==> src/rtl/cache_pkg.sv <==
`default_nettype none

package cache_pkg;

	// cache geometry, 16 bit word addressed space
	localparam int tag_w           = 5;	// addr[15:11]
	localparam int index_w         = 7;	// addr[10:4], one block per set
	localparam int offset_w        = 3;	// addr[3:1], word within block
	localparam int num_blocks      = 128;	// 2**index_w
	localparam int words_per_block = 8;	// 2**offset_w
	localparam int data_w          = 16;	// word width, also the memory bus width

	// byte address as seen by the requester
	// zero is addr[0], words are always 2 byte aligned
	typedef struct packed {
		logic [tag_w-1:0]    tag;
		logic [index_w-1:0]  index;
		logic [offset_w-1:0] offset;
		logic                zero;
	} cache_addr_t;

	// one metadata entry per block
	typedef struct packed {
		logic             valid;	// block holds real data
		logic [tag_w-1:0] tag;		// tag of the resident block
	} meta_t;

	// fill controller states
	typedef enum logic [1:0] {
		st_idle,	// serving hits, watching for a miss
		st_fill,	// requesting and collecting the 8 block words
		st_commit	// all words in, write valid + tag
	} fill_state_t;

endpackage

`default_nettype wire

==> src/rtl/cache_fill_fsm.sv <==
`default_nettype none

// miss handling and write-through control
module cache_fill_fsm import cache_pkg::*; (
	input  logic        clk,
	input  logic        rst,
	input  logic        read_req,		// requester wants a word
	input  logic        wrt_cmd,		// requester wants to write a word
	input  logic        hit,			// valid and tag match at array_addr
	input  logic        mem_data_valid,	// memory is returning a fill word
	input  cache_addr_t addr_in,		// requester address
	output logic        fsm_busy,		// stall, high while a fill is underway
	output logic        mem_rd,		// fill read strobe to memory
	output logic        wrt_mem,		// write-through strobe to memory
	output cache_addr_t miss_addr,		// memory address for mem_rd / wrt_mem
	output cache_addr_t array_addr,		// address presented to both arrays
	output logic        wr_data_en,		// data array write
	output logic        wr_meta_en,		// meta array write
	output meta_t       meta_in		// entry written on commit
);

	localparam logic [offset_w-1:0] last_off = offset_w'(words_per_block - 1);

	fill_state_t state_q;
	fill_state_t state_d;

	logic [offset_w-1:0] issue_cnt_q;	// offset of the next read to issue
	logic [offset_w-1:0] rcv_cnt_q;	// offset of the next word to come back
	logic                issue_done_q;	// all 8 reads are out
	logic [tag_w-1:0]    fill_tag_q;	// block being filled
	logic [index_w-1:0]  fill_index_q;

	logic cmd;
	logic miss;
	logic wrt_hit;
	logic fill_word;
	logic last_word;

	assign cmd       = read_req | wrt_cmd;
	assign miss      = (state_q == st_idle) & cmd & ~hit;	// start a fill
	assign wrt_hit   = (state_q == st_idle) & wrt_cmd & hit;	// write-through case
	assign fill_word = (state_q == st_fill) & mem_data_valid;
	assign last_word = fill_word & (rcv_cnt_q == last_off);	// eighth word arriving

	// next state
	always_comb begin
		state_d = state_q;
		case (state_q)
			st_idle: begin
				if (miss) begin
					state_d = st_fill;
				end
			end
			st_fill: begin
				// only the returning words move us on, read issue is free running
				if (last_word) begin
					state_d = st_commit;
				end
			end
			st_commit: begin
				state_d = st_idle;	// one cycle for the meta write
			end
			default: begin
				state_d = st_idle;
			end
		endcase
	end

	// state and counters
	always_ff @(posedge clk) begin
		if (rst) begin
			state_q      <= st_idle;
			issue_cnt_q  <= '0;
			rcv_cnt_q    <= '0;
			issue_done_q <= 1'b0;
		end else begin
			state_q <= state_d;
			if (miss) begin
				issue_cnt_q  <= '0;	// fill always starts at offset 0
				rcv_cnt_q    <= '0;
				issue_done_q <= 1'b0;
			end else begin
				if (mem_rd) begin
					issue_cnt_q <= issue_cnt_q + 1'b1;	// wraps back to 0 after 7
					if (issue_cnt_q == last_off) begin
						issue_done_q <= 1'b1;
					end
				end
				if (fill_word) begin
					rcv_cnt_q <= rcv_cnt_q + 1'b1;
				end
			end
		end
	end

	// block under fill, captured from the missing request
	always_ff @(posedge clk) begin
		if (miss) begin
			fill_tag_q   <= addr_in.tag;
			fill_index_q <= addr_in.index;
		end
	end

	// memory side
	assign fsm_busy = (state_q != st_idle);
	assign mem_rd   = (state_q == st_fill) & ~issue_done_q;
	assign wrt_mem  = wrt_hit;

	always_comb begin
		if (state_q == st_idle) begin
			miss_addr = addr_in;	// write-through goes straight to memory
		end else begin
			miss_addr = '{tag: fill_tag_q, index: fill_index_q, offset: issue_cnt_q, zero: 1'b0};
		end
	end

	// array side
	always_comb begin
		case (state_q)
			st_fill:   array_addr = '{tag: fill_tag_q, index: fill_index_q,
						offset: rcv_cnt_q, zero: 1'b0};	// word being received
			st_commit: array_addr = '{tag: fill_tag_q, index: fill_index_q,
						offset: '0, zero: 1'b0};
			default:   array_addr = addr_in;
		endcase
	end

	assign wr_data_en = wrt_hit | fill_word;	// write hit data or fill word, both on mem_data
	assign wr_meta_en = (state_q == st_commit);
	assign meta_in    = '{valid: 1'b1, tag: fill_tag_q};	// only entry ever written

endmodule

`default_nettype wire

==> config.mk <==
export PLATFORM = sky130hd
export DESIGN_NAME = cache_fill_fsm
export DESIGN_NICKNAME = d
export VERILOG_FILES = /design/src/rtl/cache_pkg.sv /design/src/rtl/cache_fill_fsm.sv
export SDC_FILE = /design/constraint.sdc
export NUM_CORES = 1
export LEC_CHECK = 0
export ABC_AREA = 1
export BUFFER_PORTS_ARGS = -buffer_cell sky130_fd_sc_hd__clkbuf_2
export CORE_ASPECT_RATIO = 0.5
export CORE_MARGIN = 2
export CORE_UTILIZATION = 45
export CTS_CLUSTER_DIAMETER = 30
export CTS_CLUSTER_SIZE = 12
export DETAILED_ROUTE_END_ITERATION = 16
export PLACE_DENSITY = 0.82
export SKIP_CTS_REPAIR_TIMING = 1
export SLEW_MARGIN = 20
export SYNTH_ARGS = -nofsm -noshare
export SYNTH_HDL_FRONTEND = slang
export SYNTH_SLANG_ARGS = --single-unit
export TNS_END_PERCENT = 1
==> constraint.sdc <==
create_clock -name clk -period 1.76 [get_ports clk]
set_clock_uncertainty 0.05 [all_clocks]
set_input_delay 0.176 -clock clk [delete_from_list [all_inputs] [get_ports clk]]
set_output_delay 0.176 -clock clk [all_outputs]
set_load 0.05 [all_outputs]
==> flow_summary.toml <==
[placed_design]
pre_cts_ws_ps = 81.2
numPortBuffers = 63
dpl_cell_area_sq_um = 1660
dpl.cell_count = 261
gp_congestion = 0.826
dp_hpwl_um = 2320

[job]
drv_cap = 0

[worst_hold_path]
hold_path.class = "primary input to flip-flop"
hold_end = "state_q[0]$_SDFFE_PP0P_"
min_path_cells = 2
min-delay-start = "rst"

[drt]
vias = 1516
wire_per_inst_um = 18.2
drc = 0
drtAntennaViolNets = 0
via_per_inst = 5.66
dr.pass1.iters = 5
drt_wl_total_um = 4870
drtIter0Drc = 205

[critical_path]
rr_endpoint = "fill_index_q[6]$_DFFE_PP_"
crit_fanout = 12
critPathLaunchType = "flip-flop"
cpMostUsedCell = "inv_4"
max_stage_delay_ps = 390
path_cells = "inv_4 -> ha_4 -> inv_4 -> buf_6 -> nand2_1 -> o21ai_1 -> clkbuf_4"
crit_arrival_ps = 1610
slowest_stage = "dfxtp_4"
reg2reg_from = "state_q[1]$_SDFFE_PP0P_"
r2r_cells = 7
end_kind = "output port"
path_class = "flip-flop to output port"
required_ps = 1530
r2r_setup_slack_ps = 230

[clock_network]
clock-sinks = 21
tritoncts = "yes"
htree_levels = 1
clk_latency_ps = 260
max-clock-path-buffers = 2
clk_pin_slew_ps = 70
cts_buffers = 3
root_buffer = "clkbuf_8"

[sta]
holdWs_ps = 32.5
post-route-period-util_pct = 104
slew_viol_final = 0
rsz0062_at_grt = "true"
hold_violations = 0
postLayoutSetupSlackWorst_ps = -72.0
setup_viol = 13
timing.final.crit_period_ps = 1830
fmax_ghz = 0.546

[synthesis]
synth_top_area_share_pct = 28.4
synth_area_sq_um = 1270
synthDistinctLibCells = 21
yosysWarnings = 0
synth_edf_count = 12
ys_seq_area_share_pct = 42.6
netlist_top_cells_area = "edfxtp_1, dfxtp_1, o21ai_0"
netlist_top_cells_count = "nand2_1, o21ai_0, inv_1"
post-synth-top-count-cell = "nand2_1"
netlist_instances = 165
synth-seq-cells = 21
synthFlopType = "edfxtp_1"
avgSynthCellArea_sq_um = 7.70
yosysTopAreaCell = "edfxtp_1"
synth_nets = 195
async_flop_share_pct = 0

[final_layout]
fill_cells = 136
layout.nets = 262
syn_to_final_growth_pct = 65.7
final_cells = 268
n_antenna_cell = 0
regArea_sq_um = 546
multi_input_area_sq_um = 751
drive_gt1_share_pct = 51.1
fin_area_sq_um = 2100

[grt]
antenna_found_initial = 0
use_met1_pct = 21.4
grt_pass1_wl_um = 4880
grt_pass1_vias = 1168
grtUsageMet3_pct = 3.91
grtUsageTotal_pct = 18.6
use_met2_pct = 35.6
grt_max_degree = 32
gr-total-overflow = 0
top_usage_layer = "met2"

[outcome]
status = "finished, violations left"
violations = "setup timing"

[die]
die_area_sq_um = 3290
io_pins = 65
core_area_sq_um = 2640
initial_core_util_pct = 48.2
num_rows = 13
die_h_um = 41.6
die_w_um = 79.1
==> kinds of logic (layout without fill, tap and decap cells) <==
family | count (synthesis) | count (layout) | synth area share, %
buf+inv | 36 | 101 | 12.5
compound gates | 38 | 38 | 15.2
xor+xnor | 2 | 2 | 1.38
fa+ha+maj | 8 | 8 | 7.88
other cells | 1 | 1 | 0.295
flops | 21 | 21 | 42.6
simple gates | 59 | 60 | 20.2
==> state kept, by name, summed over array words and instances (netlist names) <==
name and cells:
issue_done_q 1, state_q 2, rcv_cnt_q 3, issue_cnt_q 3, fill_index_q 7, fill_tag_q 5
==> worst max-delay path, delay by kind of cell, from the launching register on <==
kind,cells,cell delay [ps]
buf+inv,4,590
fa+ha+maj,1,160
simple gates,1,80
compound gates,1,120
flops,1,390
==> stage by stage <==
| step | util, % | TNS (ps) |
|---|---|---|
| final | 79.9 | -284 |
| after global routing | 79.9 | -1410 |
| after CTS | 64.8 | -5260 |
| after detailed placement | 63.0 | 0 |
| after global placement | 63.0 | 0 |
| after floorplan | - | -4290 |
==> placed cells by master (no fill, tap or decap), types with 6 or more instances in the layout <==
cell,count
a21oi_1,7
buf_4,10
buf_6,22
clkbuf_2,30
dfxtp_1,7
edfxtp_1,12
inv_1,22
nand2_1,31
nand3_2,13
nor2_1,6
o21ai_1,13
o21ai_2,15
==> routing by layer <==
layer / share of wire [%] / vias to the layer above / wire [um]
met5: 0 / - / 0
met4: 4.4 / 0 / 216
met3: 8.5 / 24 / 412
met2: 49 / 94 / 2390
met1: 38 / 721 / 1860
li1: - / 677 / -
==> cell type report <==
type                    instances  area share, %
flip-flops and latches         21           25.9
repair buffers                 70           28.8
clock inverters                 1          0.238
well taps                      37           2.20
clock buffers                   3           1.96
inverters                      27           5.23
multi-input cells             109           35.7
==> worst max-delay path by stage <==
stage,depth (start not counted),slack (ps),startpoint,to
final,7,-70,state_q[0]$_SDFFE_PP0P_,miss_addr[6]
after global routing,7,-100,state_q[0]$_SDFFE_PP0P_,miss_addr[6]
after CTS,7,-210,state_q[0]$_SDFFE_PP0P_,miss_addr[3]
after detailed placement,7,80,state_q[0]$_SDFFE_PP0P_,miss_addr[3]
after global placement,6,140,state_q[0]$_SDFFE_PP0P_,array_addr[4]
after floorplan,6,-220,state_q[0]$_SDFFE_PP0P_,array_addr[11]
Power is left out: the tool's default activity adds up to more than one toggle a clock period on the data nets, which glitch-free logic cannot reach.
