$ cat src/rtl/cache_pkg.sv
`default_nettype none

package cache_pkg;

	// cache geometry, 16 bit word addressed space
	localparam int tag_w           = 5;	// addr[15:11]
	localparam int index_w         = 7;	// addr[10:4], one block per set
	localparam int offset_w        = 3;	// addr[3:1], word within block
	localparam int num_blocks      = 128;	// 2**index_w
	localparam int words_per_block = 8;	// 2**offset_w
	localparam int data_w          = 16;	// word width, also the memory bus width

	// byte address as seen by the requester
	// zero is addr[0], words are always 2 byte aligned
	typedef struct packed {
		logic [tag_w-1:0]    tag;
		logic [index_w-1:0]  index;
		logic [offset_w-1:0] offset;
		logic                zero;
	} cache_addr_t;

	// one metadata entry per block
	typedef struct packed {
		logic             valid;	// block holds real data
		logic [tag_w-1:0] tag;		// tag of the resident block
	} meta_t;

	// fill controller states
	typedef enum logic [1:0] {
		st_idle,	// serving hits, watching for a miss
		st_fill,	// requesting and collecting the 8 block words
		st_commit	// all words in, write valid + tag
	} fill_state_t;

endpackage

`default_nettype wire

$ cat src/rtl/meta_data_array.sv
`default_nettype none

// valid + tag storage and the hit compare
module meta_data_array import cache_pkg::*; (
	input  logic        clk,
	input  logic        rst,
	input  cache_addr_t addr,	// index selects entry, tag is compared
	input  logic        wr_en,	// write meta_in at addr.index
	input  meta_t       meta_in,
	output logic        hit
);

	meta_t entry_q [num_blocks];	// one entry per block

	logic [num_blocks-1:0] block_en;	// one-hot index decode
	meta_t                 entry;	// entry at addr.index

	assign block_en = num_blocks'(1) << addr.index;

	// valid bits clear on reset so every block starts as a miss
	// tags keep whatever they hold, a clear valid bit makes them don't care
	always_ff @(posedge clk) begin
		if (rst) begin
			for (int i = 0; i < num_blocks; i++) begin
				entry_q[i].valid <= 1'b0;
			end
		end else if (wr_en) begin
			for (int i = 0; i < num_blocks; i++) begin
				if (block_en[i]) begin
					entry_q[i] <= meta_in;
				end
			end
		end
	end

	// lookup, purely combinational
	assign entry = entry_q[addr.index];
	assign hit   = entry.valid & (entry.tag == addr.tag);	// valid and same block

endmodule

`default_nettype wire

$ cat config.mk
export PLATFORM = sky130hd
export DESIGN_NAME = meta_data_array
export DESIGN_NICKNAME = d
export VERILOG_FILES = /design/src/rtl/cache_pkg.sv /design/src/rtl/meta_data_array.sv
export SDC_FILE = /design/constraint.sdc
export NUM_CORES = 1
export LEC_CHECK = 0
export BUFFER_PORTS_ARGS = -buffer_cell sky130_fd_sc_hd__buf_2
export CORE_MARGIN = 1.5
export CORE_UTILIZATION = 30
export DETAILED_ROUTE_END_ITERATION = 16
export GPL_TIMING_DRIVEN = 0
export PLACE_DENSITY_LB_ADDON = 0.08
export SLEW_MARGIN = 20
export SYNTH_ARGS = -nofsm -noshare
export SYNTH_HDL_FRONTEND = slang
export SYNTH_SLANG_ARGS = --single-unit
$ cat constraint.sdc
create_clock -name clk -period 3.1 [get_ports clk]
set_clock_uncertainty 0.05 [all_clocks]
set_input_delay 0.31 -clock clk [delete_from_list [all_inputs] [get_ports clk]]
set_output_delay 0.31 -clock clk [all_outputs]
set_load 0.05 [all_outputs]
==> flow_metrics.env, run 1 <==
export IMPL_status="complete, but fails checks"
export IMPL_violations="negative setup slack"
export IMPL_max_slew_margin=0.196
export IMPL_leakage_nw=11.6
export IMPL_ys_seq_elements=768
export IMPL_start_kind="primary input"
export IMPL_gp_congestion=0.900
export IMPL_cp_arrival_ns=3.86
export IMPL_drtPass1Iterations=5
export IMPL_clockRootBuffer="clkbuf_16"
export IMPL_final_cell_mix="edfxtp_1, mux4_2, nor2_1"
export IMPL_finalHoldViolations=0
export IMPL_yosysSeqAreaShare=0.725
export IMPL_fmax_ghz=0.237
export IMPL_drt_initial_drc_count=1744
export IMPL_largest_reg_flops=768
export IMPL_cts_htree_levels=3
export IMPL_worstPathCellList="buf_2, buf_2, nor2b_4, clkbuf_4, nand2_1, o21ai_0, o22ai_1, o41ai_4, xnor2_1, o211ai_1, nor4b_4, buf_6"
export IMPL_fin_hold_ws_ns=0.0584
export IMPL_yosysWarnings=0
export IMPL_comb_power_share=0.074
export IMPL_pre_cts_slack_ns=-2.60
export IMPL_clock_sinks=768
export IMPL_clkPwrFrac=0.431
export IMPL_fin_crit_sh=1.36
export IMPL_cp_slowest_cell="o41ai_4"
export IMPL_path_clk_slew_ns=0.06
export IMPL_internal_power_w=0.0180
export IMPL_die_h_um=329
export IMPL_critical_path_endpoint="hit"
export IMPL_startpoint="addr[7]"
export IMPL_fin_crit_ns=4.22
export IMPL_initial_core_util=0.302
export IMPL_grt_max_degree=105
export IMPL_cpPeakStageDelay_ns=0.59
export IMPL_largest_register="entry_q"
export IMPL_drc=0
export IMPL_grt_pass1_wl_um=157000
export IMPL_core_um2=105000
export IMPL_syn2layout_area_growth_pct=17.7
export IMPL_vdd_drop_max_mv=0.408
export IMPL_worst_endpoint_required_ns=2.74
export IMPL_ant_nets=0
export IMPL_endpoint_kind="output port"
export IMPL_maxSlewViolCount=0
export IMPL_maxCapViolCount=0
export IMPL_top_regs="entry_q (768)"
export IMPL_grt_usage=0.215
export IMPL_wirelength_um=115000
export IMPL_rows=119
export IMPL_setup_viol=51
export IMPL_placed_cell_area_um2=34000
export IMPL_synth_cell_types=58
export IMPL_power_frac_seq=0.496
export IMPL_io_buffers=18
export IMPL_netlist_instances=1747
export IMPL_syn_area_um2=31800
export IMPL_worst_pin_slew_ns=1.21
export IMPL_final_common_cell="edfxtp_1"
export IMPL_vias=17800
export IMPL_rsz0062_at_grt="yes"
export IMPL_ios=26
export IMPL_cts_made_buffers=87
export IMPL_power_density_nw_per_um2=625
export IMPL_grt_pass1_vias=18400
export IMPL_crit_type="primary input to output port"
export IMPL_dieWidth_um=329
export IMPL_ys_flop_type="edfxtp_1"
export IMPL_async_flop_share=0
export IMPL_drive_gt1_frac=0.263
export IMPL_design_die_area_um2=108000
export IMPL_vias_per_cell=5.34
export IMPL_nets=1897
export IMPL_syn_num_nets=1772
export IMPL_tns_ns=-2.94
export IMPL_p_sw_w=0.00544
export IMPL_cp_max_fo=10
export IMPL_hp_class="primary input to flop"
export IMPL_cts_tree="done"
export IMPL_syn_avg_cell_area_um2=18.2
export IMPL_antenna_found_initial=4
export IMPL_synth_edf_count=768
export IMPL_grt_overflow_total=0
export IMPL_final_area_um2=37400
export IMPL_cts_buffer_depth=3
export IMPL_path_common_cell="buf_2"
export IMPL_switching_share=0.233
export IMPL_avgRoutedWirePerCell_um=34.5
export IMPL_hpwl_um=77200
export IMPL_setup_slack_ns=-1.12
[kinds of logic (layout without fill, tap and decap cells)]
family | after synthesis | after routing | synth area share
flops | 768 | 768 | 0.725
simple gates | 363 | 363 | 0.0500
mux | 242 | 242 | 0.148
compound gates | 232 | 232 | 0.0540
buf+inv | 138 | 331 | 0.0209
xor+xnor | 4 | 4 | 0.00110
other cells | 0 | 1 | 0
[layer usage]
layer	vias to the layer above	part of all wire	global-route usage
met2	606	0.48	0.349
met3	164	0.057	0.0375
met1	9735	0.44	0.300
li1	7284	-	-
met4	6	0.025	0.0531
met5	-	0.00036	0
[layout make-up]
type	count	area (µm²)
fill	10000	67700
clock inverter	48	425
sequential	768	23100
tap	1391	1740
clock buffer	109	2320
multi-input combinational	841	8390
inverter	3	11.3
buffer	134	1040
timing repair buffer	37	402
antenna	1	2.50
[cell usage after synthesis, drive strengths merged, types with 7 or more instances]
cell / number / area, µm²
mux2i: 53 / 531
buf: 59 / 367
nor2: 214 / 803
mux4: 183 / 4120
a21oi: 19 / 95.1
a21o: 30 / 225
nand3: 22 / 110
nand2: 58 / 218
o21bai: 99 / 743
nor2b: 16 / 100
clkbuf: 76 / 285
nand4: 11 / 68.8
o22ai: 11 / 68.8
edfxtp: 768 / 23100
nand2b: 7 / 43.8
a221oi: 14 / 123
a22oi: 18 / 135
[per-stage QoR]
stage | power [W] | cells | util
after floorplan | 0.0126 | 1747 | -
after global placement | 0.0134 | 3156 | 0.321
after detailed placement | 0.0135 | 3163 | 0.323
after CTS | 0.0236 | 3328 | 0.355
after global routing | 0.0240 | 3331 | 0.356
final | 0.0234 | 3332 | 0.356
[worst min-delay path by stage]
stage,from,end,slack [ns],depth (start not counted)
finish,meta_in[3],entry_q[74][3],0.06,1
global route,meta_in[3],entry_q[75][3],0.06,1
CTS,meta_in[3],entry_q[74][3],0.03,1
detailed placement,meta_in[1],entry_q[7][1],0.64,1
global placement,wr_en,entry_q[55][5],1.03,3
floorplan,meta_in[0],entry_q[0][0],0.36,0
[timing repair]
item	CTS	global route
hold buffers	3	0
gates resized for setup	138	43
endpoints found under the hold margin	83	0
pin swaps	6	5
setup buffers	6	3
setup endpoints to repair	806	247
[critical path, delay by kind of cell]
kind            cells  cell delay [ns]
compound gates      4             1.29
buf+inv             4             1.03
simple gates        3             1.01
xor+xnor            1             0.18
[power by group through the flow]
stage	sequential [W]	clock, W	combinational [W]
5_1_grt	0.0116	0.0106	0.00179
3_5_place_dp	0.0118	0	0.00164
3_3_place_gp	0.0118	0	0.00160
2_1_floorplan	0.0118	0	0.000821
4_1_cts	0.0116	0.0103	0.00171
6_report	0.0116	0.0101	0.00172
Note: power is estimated with default switching activity, not from simulation.
==> run 2, diff against run 1 <==
--- a/config.mk
+++ b/config.mk
@@ -6,6 +6,8 @@
 export NUM_CORES = 1
 export LEC_CHECK = 0
 export BUFFER_PORTS_ARGS = -buffer_cell sky130_fd_sc_hd__buf_2
+export CELL_PAD_IN_SITES_DETAIL_PLACEMENT = 2
+export CELL_PAD_IN_SITES_GLOBAL_PLACEMENT = 2
 export CORE_MARGIN = 1.5
 export CORE_UTILIZATION = 30
 export DETAILED_ROUTE_END_ITERATION = 16
==> constraint.sdc (replaced) <==
create_clock -name clk -period 3.1 [get_ports clk]
set_clock_uncertainty 0.05 [all_clocks]
set_input_delay 0.155 -clock clk [delete_from_list [all_inputs] [get_ports clk]]
set_output_delay 0.155 -clock clk [all_outputs]
set_load 0.05 [all_outputs]
==> run 2 against run 1 <==
  * Count of clock-buffer cells in the layout rose by 4
  * First-iteration DRC count shrank 17%
  * Power is 0.24% higher
  * Via count is 0.74% higher
  * Combinational power barely moved
  * The run still ends with negative setup slack left
  * Worst setup slack improved by 0.085 ns
  * Cell count rose by 0.15%
==> flow_metrics.env, run 2 (same netlist as run 1, synthesis figures left out) <==
export IMPL_nets=1900
export IMPL_path_clk_slew_ns=0.06
export IMPL_internal_power_w=0.0179
export IMPL_endpoint_kind="output port"
export IMPL_largest_reg_flops=768
export IMPL_drc=0
export IMPL_met1Wirelength_um=54300
export IMPL_design_die_area_um2=108000
export IMPL_fin_crit_sh=1.33
export IMPL_cts_htree_levels=3
export IMPL_gp_congestion=0.832
export IMPL_hp_class="primary input to flop"
export IMPL_core_um2=105000
export IMPL_cp_arrival_ns=3.93
export IMPL_drt_initial_drc_count=1439
export IMPL_setup_slack_ns=-1.04
export IMPL_io_buffers=18
export IMPL_vias_per_cell=5.37
export IMPL_power_density_nw_per_um2=628
export IMPL_fmax_ghz=0.242
export IMPL_final_cell_mix="edfxtp_1, mux4_2, nor2_1"
export IMPL_switching_share=0.237
export IMPL_multi_input_area_um2=8380
export IMPL_start_kind="primary input"
export IMPL_grt_pass1_wl_um=167000
export IMPL_rsz0062_at_grt="yes"
export IMPL_cp_slowest_cell="o41ai_4"
export IMPL_wl_met3_um=5190
export IMPL_p_sw_w=0.00556
export IMPL_grt_overflow_total=0
export IMPL_dieWidth_um=329
export IMPL_cts_tree="done"
export IMPL_clock_sinks=768
export IMPL_fin_hold_ws_ns=0.220
export IMPL_largest_register="entry_q"
export IMPL_rows=119
export IMPL_pre_cts_slack_ns=-2.30
export IMPL_initial_core_util=0.302
export IMPL_top_layer_used="met4"
export IMPL_wirelength_um=122000
export IMPL_drive_gt1_frac=0.266
export IMPL_n_fill_cell=10400
export IMPL_drtPass1Iterations=5
export IMPL_fin_crit_ns=4.14
export IMPL_ant_nets=0
export IMPL_violations="negative setup slack"
export IMPL_grt_max_degree=97
export IMPL_cts_buffer_depth=3
export IMPL_status="complete, but fails checks"
export IMPL_setup_viol=1
export IMPL_hpwl_um=82100
export IMPL_top_regs="entry_q (768)"
export IMPL_maxSlewViolCount=0
export IMPL_clockRootBuffer="clkbuf_16"
export IMPL_cp_max_fo=10
export IMPL_worst_endpoint_required_ns=2.89
export IMPL_maxCapViolCount=0
export IMPL_max_slew_margin=0.247
export IMPL_final_common_cell="edfxtp_1"
export IMPL_crit_buf_inv=4
export IMPL_power_w=0.0234
export IMPL_cts_made_buffers=88
export IMPL_antenna_found_initial=8
export IMPL_power_frac_seq=0.495
export IMPL_cpPeakStageDelay_ns=0.63
export IMPL_vias=17900
export IMPL_grt_pass1_vias=19200
export IMPL_finalHoldViolations=0
export IMPL_ios=26
export IMPL_regArea_um2=23100
export IMPL_grt_usage=0.229
export IMPL_worstPathCellList="buf_2, clkbuf_8, clkbuf_8, mux4_2, mux2i_2, nor2_1, o22ai_2, o41ai_4, xnor2_1, o211ai_1, nor4b_4, buf_6"
export IMPL_die_h_um=329
export IMPL_clkPwrFrac=0.431
export IMPL_leakage_nw=11.6
export IMPL_path_common_cell="clkbuf_8"
export IMPL_avgRoutedWirePerCell_um=36.6
export IMPL_worst_pin_slew_ns=1.13
export IMPL_comb_power_share=0.074
export IMPL_syn2layout_area_growth_pct=17.4
export IMPL_critPathTopFamily="buffers and inverters"
export IMPL_vdd_drop_max_mv=0.584
export IMPL_crit_type="primary input to output port"
export IMPL_wl_met2_um=60100
[run 2: cell count changes in the layout (fill, tap and decap cells not counted), sizes merged]
cell,change
clkbuf,+8
buf,-4
dlygate4sd3,+2
bufinv,-1
clkinvlp,-1
inv,+1
[run 2: per-layer routing]
metal,vias up,global-route usage
met5,-,0
met4,0,0.0503
met3,123,0.0292
met2,477,0.385
met1,10000,0.318
li1,7312,-
[run 2: through the flow]
stage	setup TNS [ns]	cells	utilization	area [µm²]
final	-1.04	3337	0.355	37300
after global routing	-1.02	3337	0.355	37300
after CTS	-0.897	3336	0.355	37300
after detailed placement	-1243.86	3166	0.323	33900
after global placement	-1415.42	3156	0.320	33600
after floorplan	0	1747	-	31800
[run 2: repair_timing]
action	in CTS	in global routing
hold buffers	5	0
pin swaps	5	0
resized for setup	167	6
endpoints found under the hold margin	220	0
setup endpoints to repair	812	28
buffers inserted	5	0
[run 2: power by group through the flow]
stage	Sequential, W	Combinational (W)	Clock [W]
2_1_floorplan	0.0118	0.000800	0
3_3_place_gp	0.0118	0.00162	0
3_5_place_dp	0.0118	0.00168	0
4_1_cts	0.0116	0.00176	0.0104
5_1_grt	0.0116	0.00180	0.0107
6_report	0.0116	0.00174	0.0101
[run 2: final cells by class]
class | instances | area share
Inverter | 3 | 0.000302
Antenna cell | 1 | 0.0000671
Multi-Input combinational cell | 841 | 0.225
Clock buffer | 113 | 0.0627
Timing Repair Buffer | 38 | 0.0122
Sequential cell | 768 | 0.618
Clock inverter | 47 | 0.0108
Buffer | 135 | 0.0248
Tap cell | 1391 | 0.0466
[run 2: final timing paths]
kind	cells after the start	slack (ns)	from	end
hold / removal	3	0.22	wr_en	entry_q[50][5]
setup / recovery	12	-1.04	addr[5]	hit
==> run 3, diff against run 2 <==
--- a/config.mk
+++ b/config.mk
@@ -5,7 +5,7 @@
 export SDC_FILE = /design/constraint.sdc
 export NUM_CORES = 1
 export LEC_CHECK = 0
-export BUFFER_PORTS_ARGS = -buffer_cell sky130_fd_sc_hd__buf_2
+export BUFFER_PORTS_ARGS = -buffer_cell sky130_fd_sc_hd__buf_4
 export CELL_PAD_IN_SITES_DETAIL_PLACEMENT = 2
 export CELL_PAD_IN_SITES_GLOBAL_PLACEMENT = 2
 export CORE_MARGIN = 1.5
==> run 3 against run 2 <==
  * The flow still finishes with violations (negative setup slack)
  * Flip-flop and latch count stayed put
  * Combinational power hardly changed
  * Count of clock-buffer cells in the layout is 6 higher
  * First-iteration DRC count is 15% higher
  * Clock power is 4% higher
  * Maximum frequency is 1.2% higher
  * Wire length is 0.49% higher
  * Sequential share of layout area is 0.089 points higher
  * Sequential power hardly changed
  * Critical path depth stayed put
  * Global-route usage hardly changed
  * Critical endpoint unchanged
  * Largest cell class unchanged
  * Largest power group unchanged
==> flow_metrics.env, run 3 (same netlist as run 1, synthesis figures left out) <==
export IMPL_vias=18000
export IMPL_clkPwrFrac=0.441
export IMPL_cp_max_fo=10
export IMPL_drtPass1Iterations=5
export IMPL_clock_sinks=768
export IMPL_initial_core_util=0.302
export IMPL_worst_endpoint_required_ns=2.89
export IMPL_rows=119
export IMPL_cts_made_buffers=89
export IMPL_nets=1888
export IMPL_p_sw_w=0.00557
export IMPL_maxCapViolCount=0
export IMPL_start_kind="primary input"
export IMPL_hp_class="primary input to flop"
export IMPL_vias_per_cell=5.40
export IMPL_internal_power_w=0.0183
export IMPL_final_common_cell="edfxtp_1"
export IMPL_setup_slack_ns=-0.989
export IMPL_antenna_found_initial=4
export IMPL_final_cell_mix="edfxtp_1, mux4_2, nor2_1"
export IMPL_vdd_drop_max_mv=0.414
export IMPL_worstHoldPathCells=1
export IMPL_status="complete, but fails checks"
export IMPL_max_slew_margin=0.238
export IMPL_cts_htree_levels=3
export IMPL_finalHoldViolations=0
export IMPL_cts_hold_buf=0
export IMPL_cp_arrival_ns=3.88
export IMPL_setup_viol=1
export IMPL_grt_usage=0.229
export IMPL_violations="negative setup slack"
export IMPL_switching_share=0.234
export IMPL_gp_congestion=0.831
export IMPL_placed_cell_area_um2=33900
export IMPL_maxSlewViolCount=0
export IMPL_drt_initial_drc_count=1662
export IMPL_worst_pin_slew_ns=1.14
export IMPL_design_die_area_um2=108000
export IMPL_fmax_ghz=0.245
export IMPL_path_clk_slew_ns=0.06
export IMPL_avgRoutedWirePerCell_um=36.9
export IMPL_ant_nets=0
export IMPL_top_regs="entry_q (768)"
export IMPL_ios=26
export IMPL_post_route_util=0.355
export IMPL_drc=0
export IMPL_leakage_nw=11.6
export IMPL_comb_power_share=0.072
export IMPL_largest_register="entry_q"
export IMPL_fin_crit_sh=1.32
export IMPL_grt_pass1_wl_um=167000
export IMPL_crit_type="primary input to output port"
export IMPL_grt_pass1_vias=19200
export IMPL_min_to="entry_q[14][3]"
export IMPL_io_buffers=18
export IMPL_cts_buffer_depth=3
export IMPL_wirelength_um=123000
export IMPL_fin_crit_ns=4.09
export IMPL_endpoint_kind="output port"
export IMPL_clockRootBuffer="clkbuf_16"
export IMPL_dieWidth_um=329
export IMPL_grt_overflow_total=0
export IMPL_startpoint="addr[5]"
export IMPL_pre_cts_slack_ns=-2.25
export IMPL_final_area_um2=37300
export IMPL_rsz0062_at_grt="yes"
export IMPL_die_h_um=329
export IMPL_power_w=0.0238
export IMPL_power_density_nw_per_um2=640
export IMPL_largest_reg_flops=768
export IMPL_hpwl_um=81500
export IMPL_grt_max_degree=129
export IMPL_syn2layout_area_growth_pct=17.2
export IMPL_cts_tree="done"
export IMPL_core_um2=105000
export IMPL_power_frac_seq=0.487
export IMPL_drive_gt1_frac=0.265
export IMPL_hp_start="meta_in[3]"
run 3: changes by cell type in the layout (fill, tap and decap cells not counted), moves of 2 or more:
cell	before	now
buf_2	20	10
buf_4	20	26
clkinv_1	23	18
clkbuf_2	20	23
buf_16	7	4
bufinv_16	5	9
clkbuf_4	9	7
clkbuf_1	66	71
dlygate4sd3_1	5	0
run 3: worst max path at each step:
stage,slack [ns],endpoint,cells past startpoint
5_1_grt,-0.96,hit,8
4_1_cts,-0.89,hit,8
3_3_place_gp,-3.46,hit,12
2_1_floorplan,0.04,hit,12
3_5_place_dp,-2.25,hit,13
6_report,-0.99,hit,12
run 3: cell type report:
| type | instances | area, µm² |
|---|---|---|
| multi-input combinational | 841 | 8390 |
| antenna | 1 | 2.50 |
| clock buffer | 119 | 2380 |
| clock inverter | 43 | 474 |
| buffer | 135 | 905 |
| fill | 10400 | 67900 |
| inverter | 3 | 11.3 |
| timing repair buffer | 25 | 298 |
| sequential | 768 | 23100 |
| tap | 1391 | 1740 |
run 3: metal layers:
metal | wire length [µm] | vias up | global-route usage
li1 | - | 7279 | -
met1 | 54100 | 10000 | 0.316
met2 | 60400 | 509 | 0.384
met3 | 5610 | 140 | 0.0318
met4 | 2510 | 0 | 0.0507
met5 | 0 | - | 0
run 3: worst max-delay path, stage by stage:
cell      delay [ns]
buf_2           0.28
clkbuf_8        0.33
clkbuf_8        0.29
mux4_2          0.27
mux2i_2         0.10
nor2_1          0.27
o22ai_2         0.19
o41ai_4         0.61
xnor2_1         0.18
o211ai_1        0.31
nor4b_4         0.60
buf_6           0.24
run 3: metrics by stage:
stage | hold slack [ns] | cells | TNS [ns]
CTS | 0.100 | 3325 | -0.895
global route | 0.113 | 3325 | -0.966
finish | 0.0681 | 3326 | -0.989
global placement | 0.842 | 3156 | -1338.62
detailed placement | 0.832 | 3162 | -1236.07
floorplan | 0.204 | 1747 | 0
run 3: power by group through the flow:
stage               Clock (W)  Combinational (W)  Sequential (W)
floorplan                   0           0.000800          0.0118
global placement            0            0.00162          0.0118
detailed placement          0            0.00167          0.0118
CTS                    0.0107            0.00173          0.0116
global route           0.0111            0.00178          0.0116
finish                 0.0105            0.00172          0.0116
run 3: timing repair:
action / 4_1_cts / 5_1_grt
buffers inserted: 1 / 0
pin swaps: 6 / 1
setup endpoints to repair: 813 / 11
gates resized for setup: 161 / 11
cloned: 0 / 0
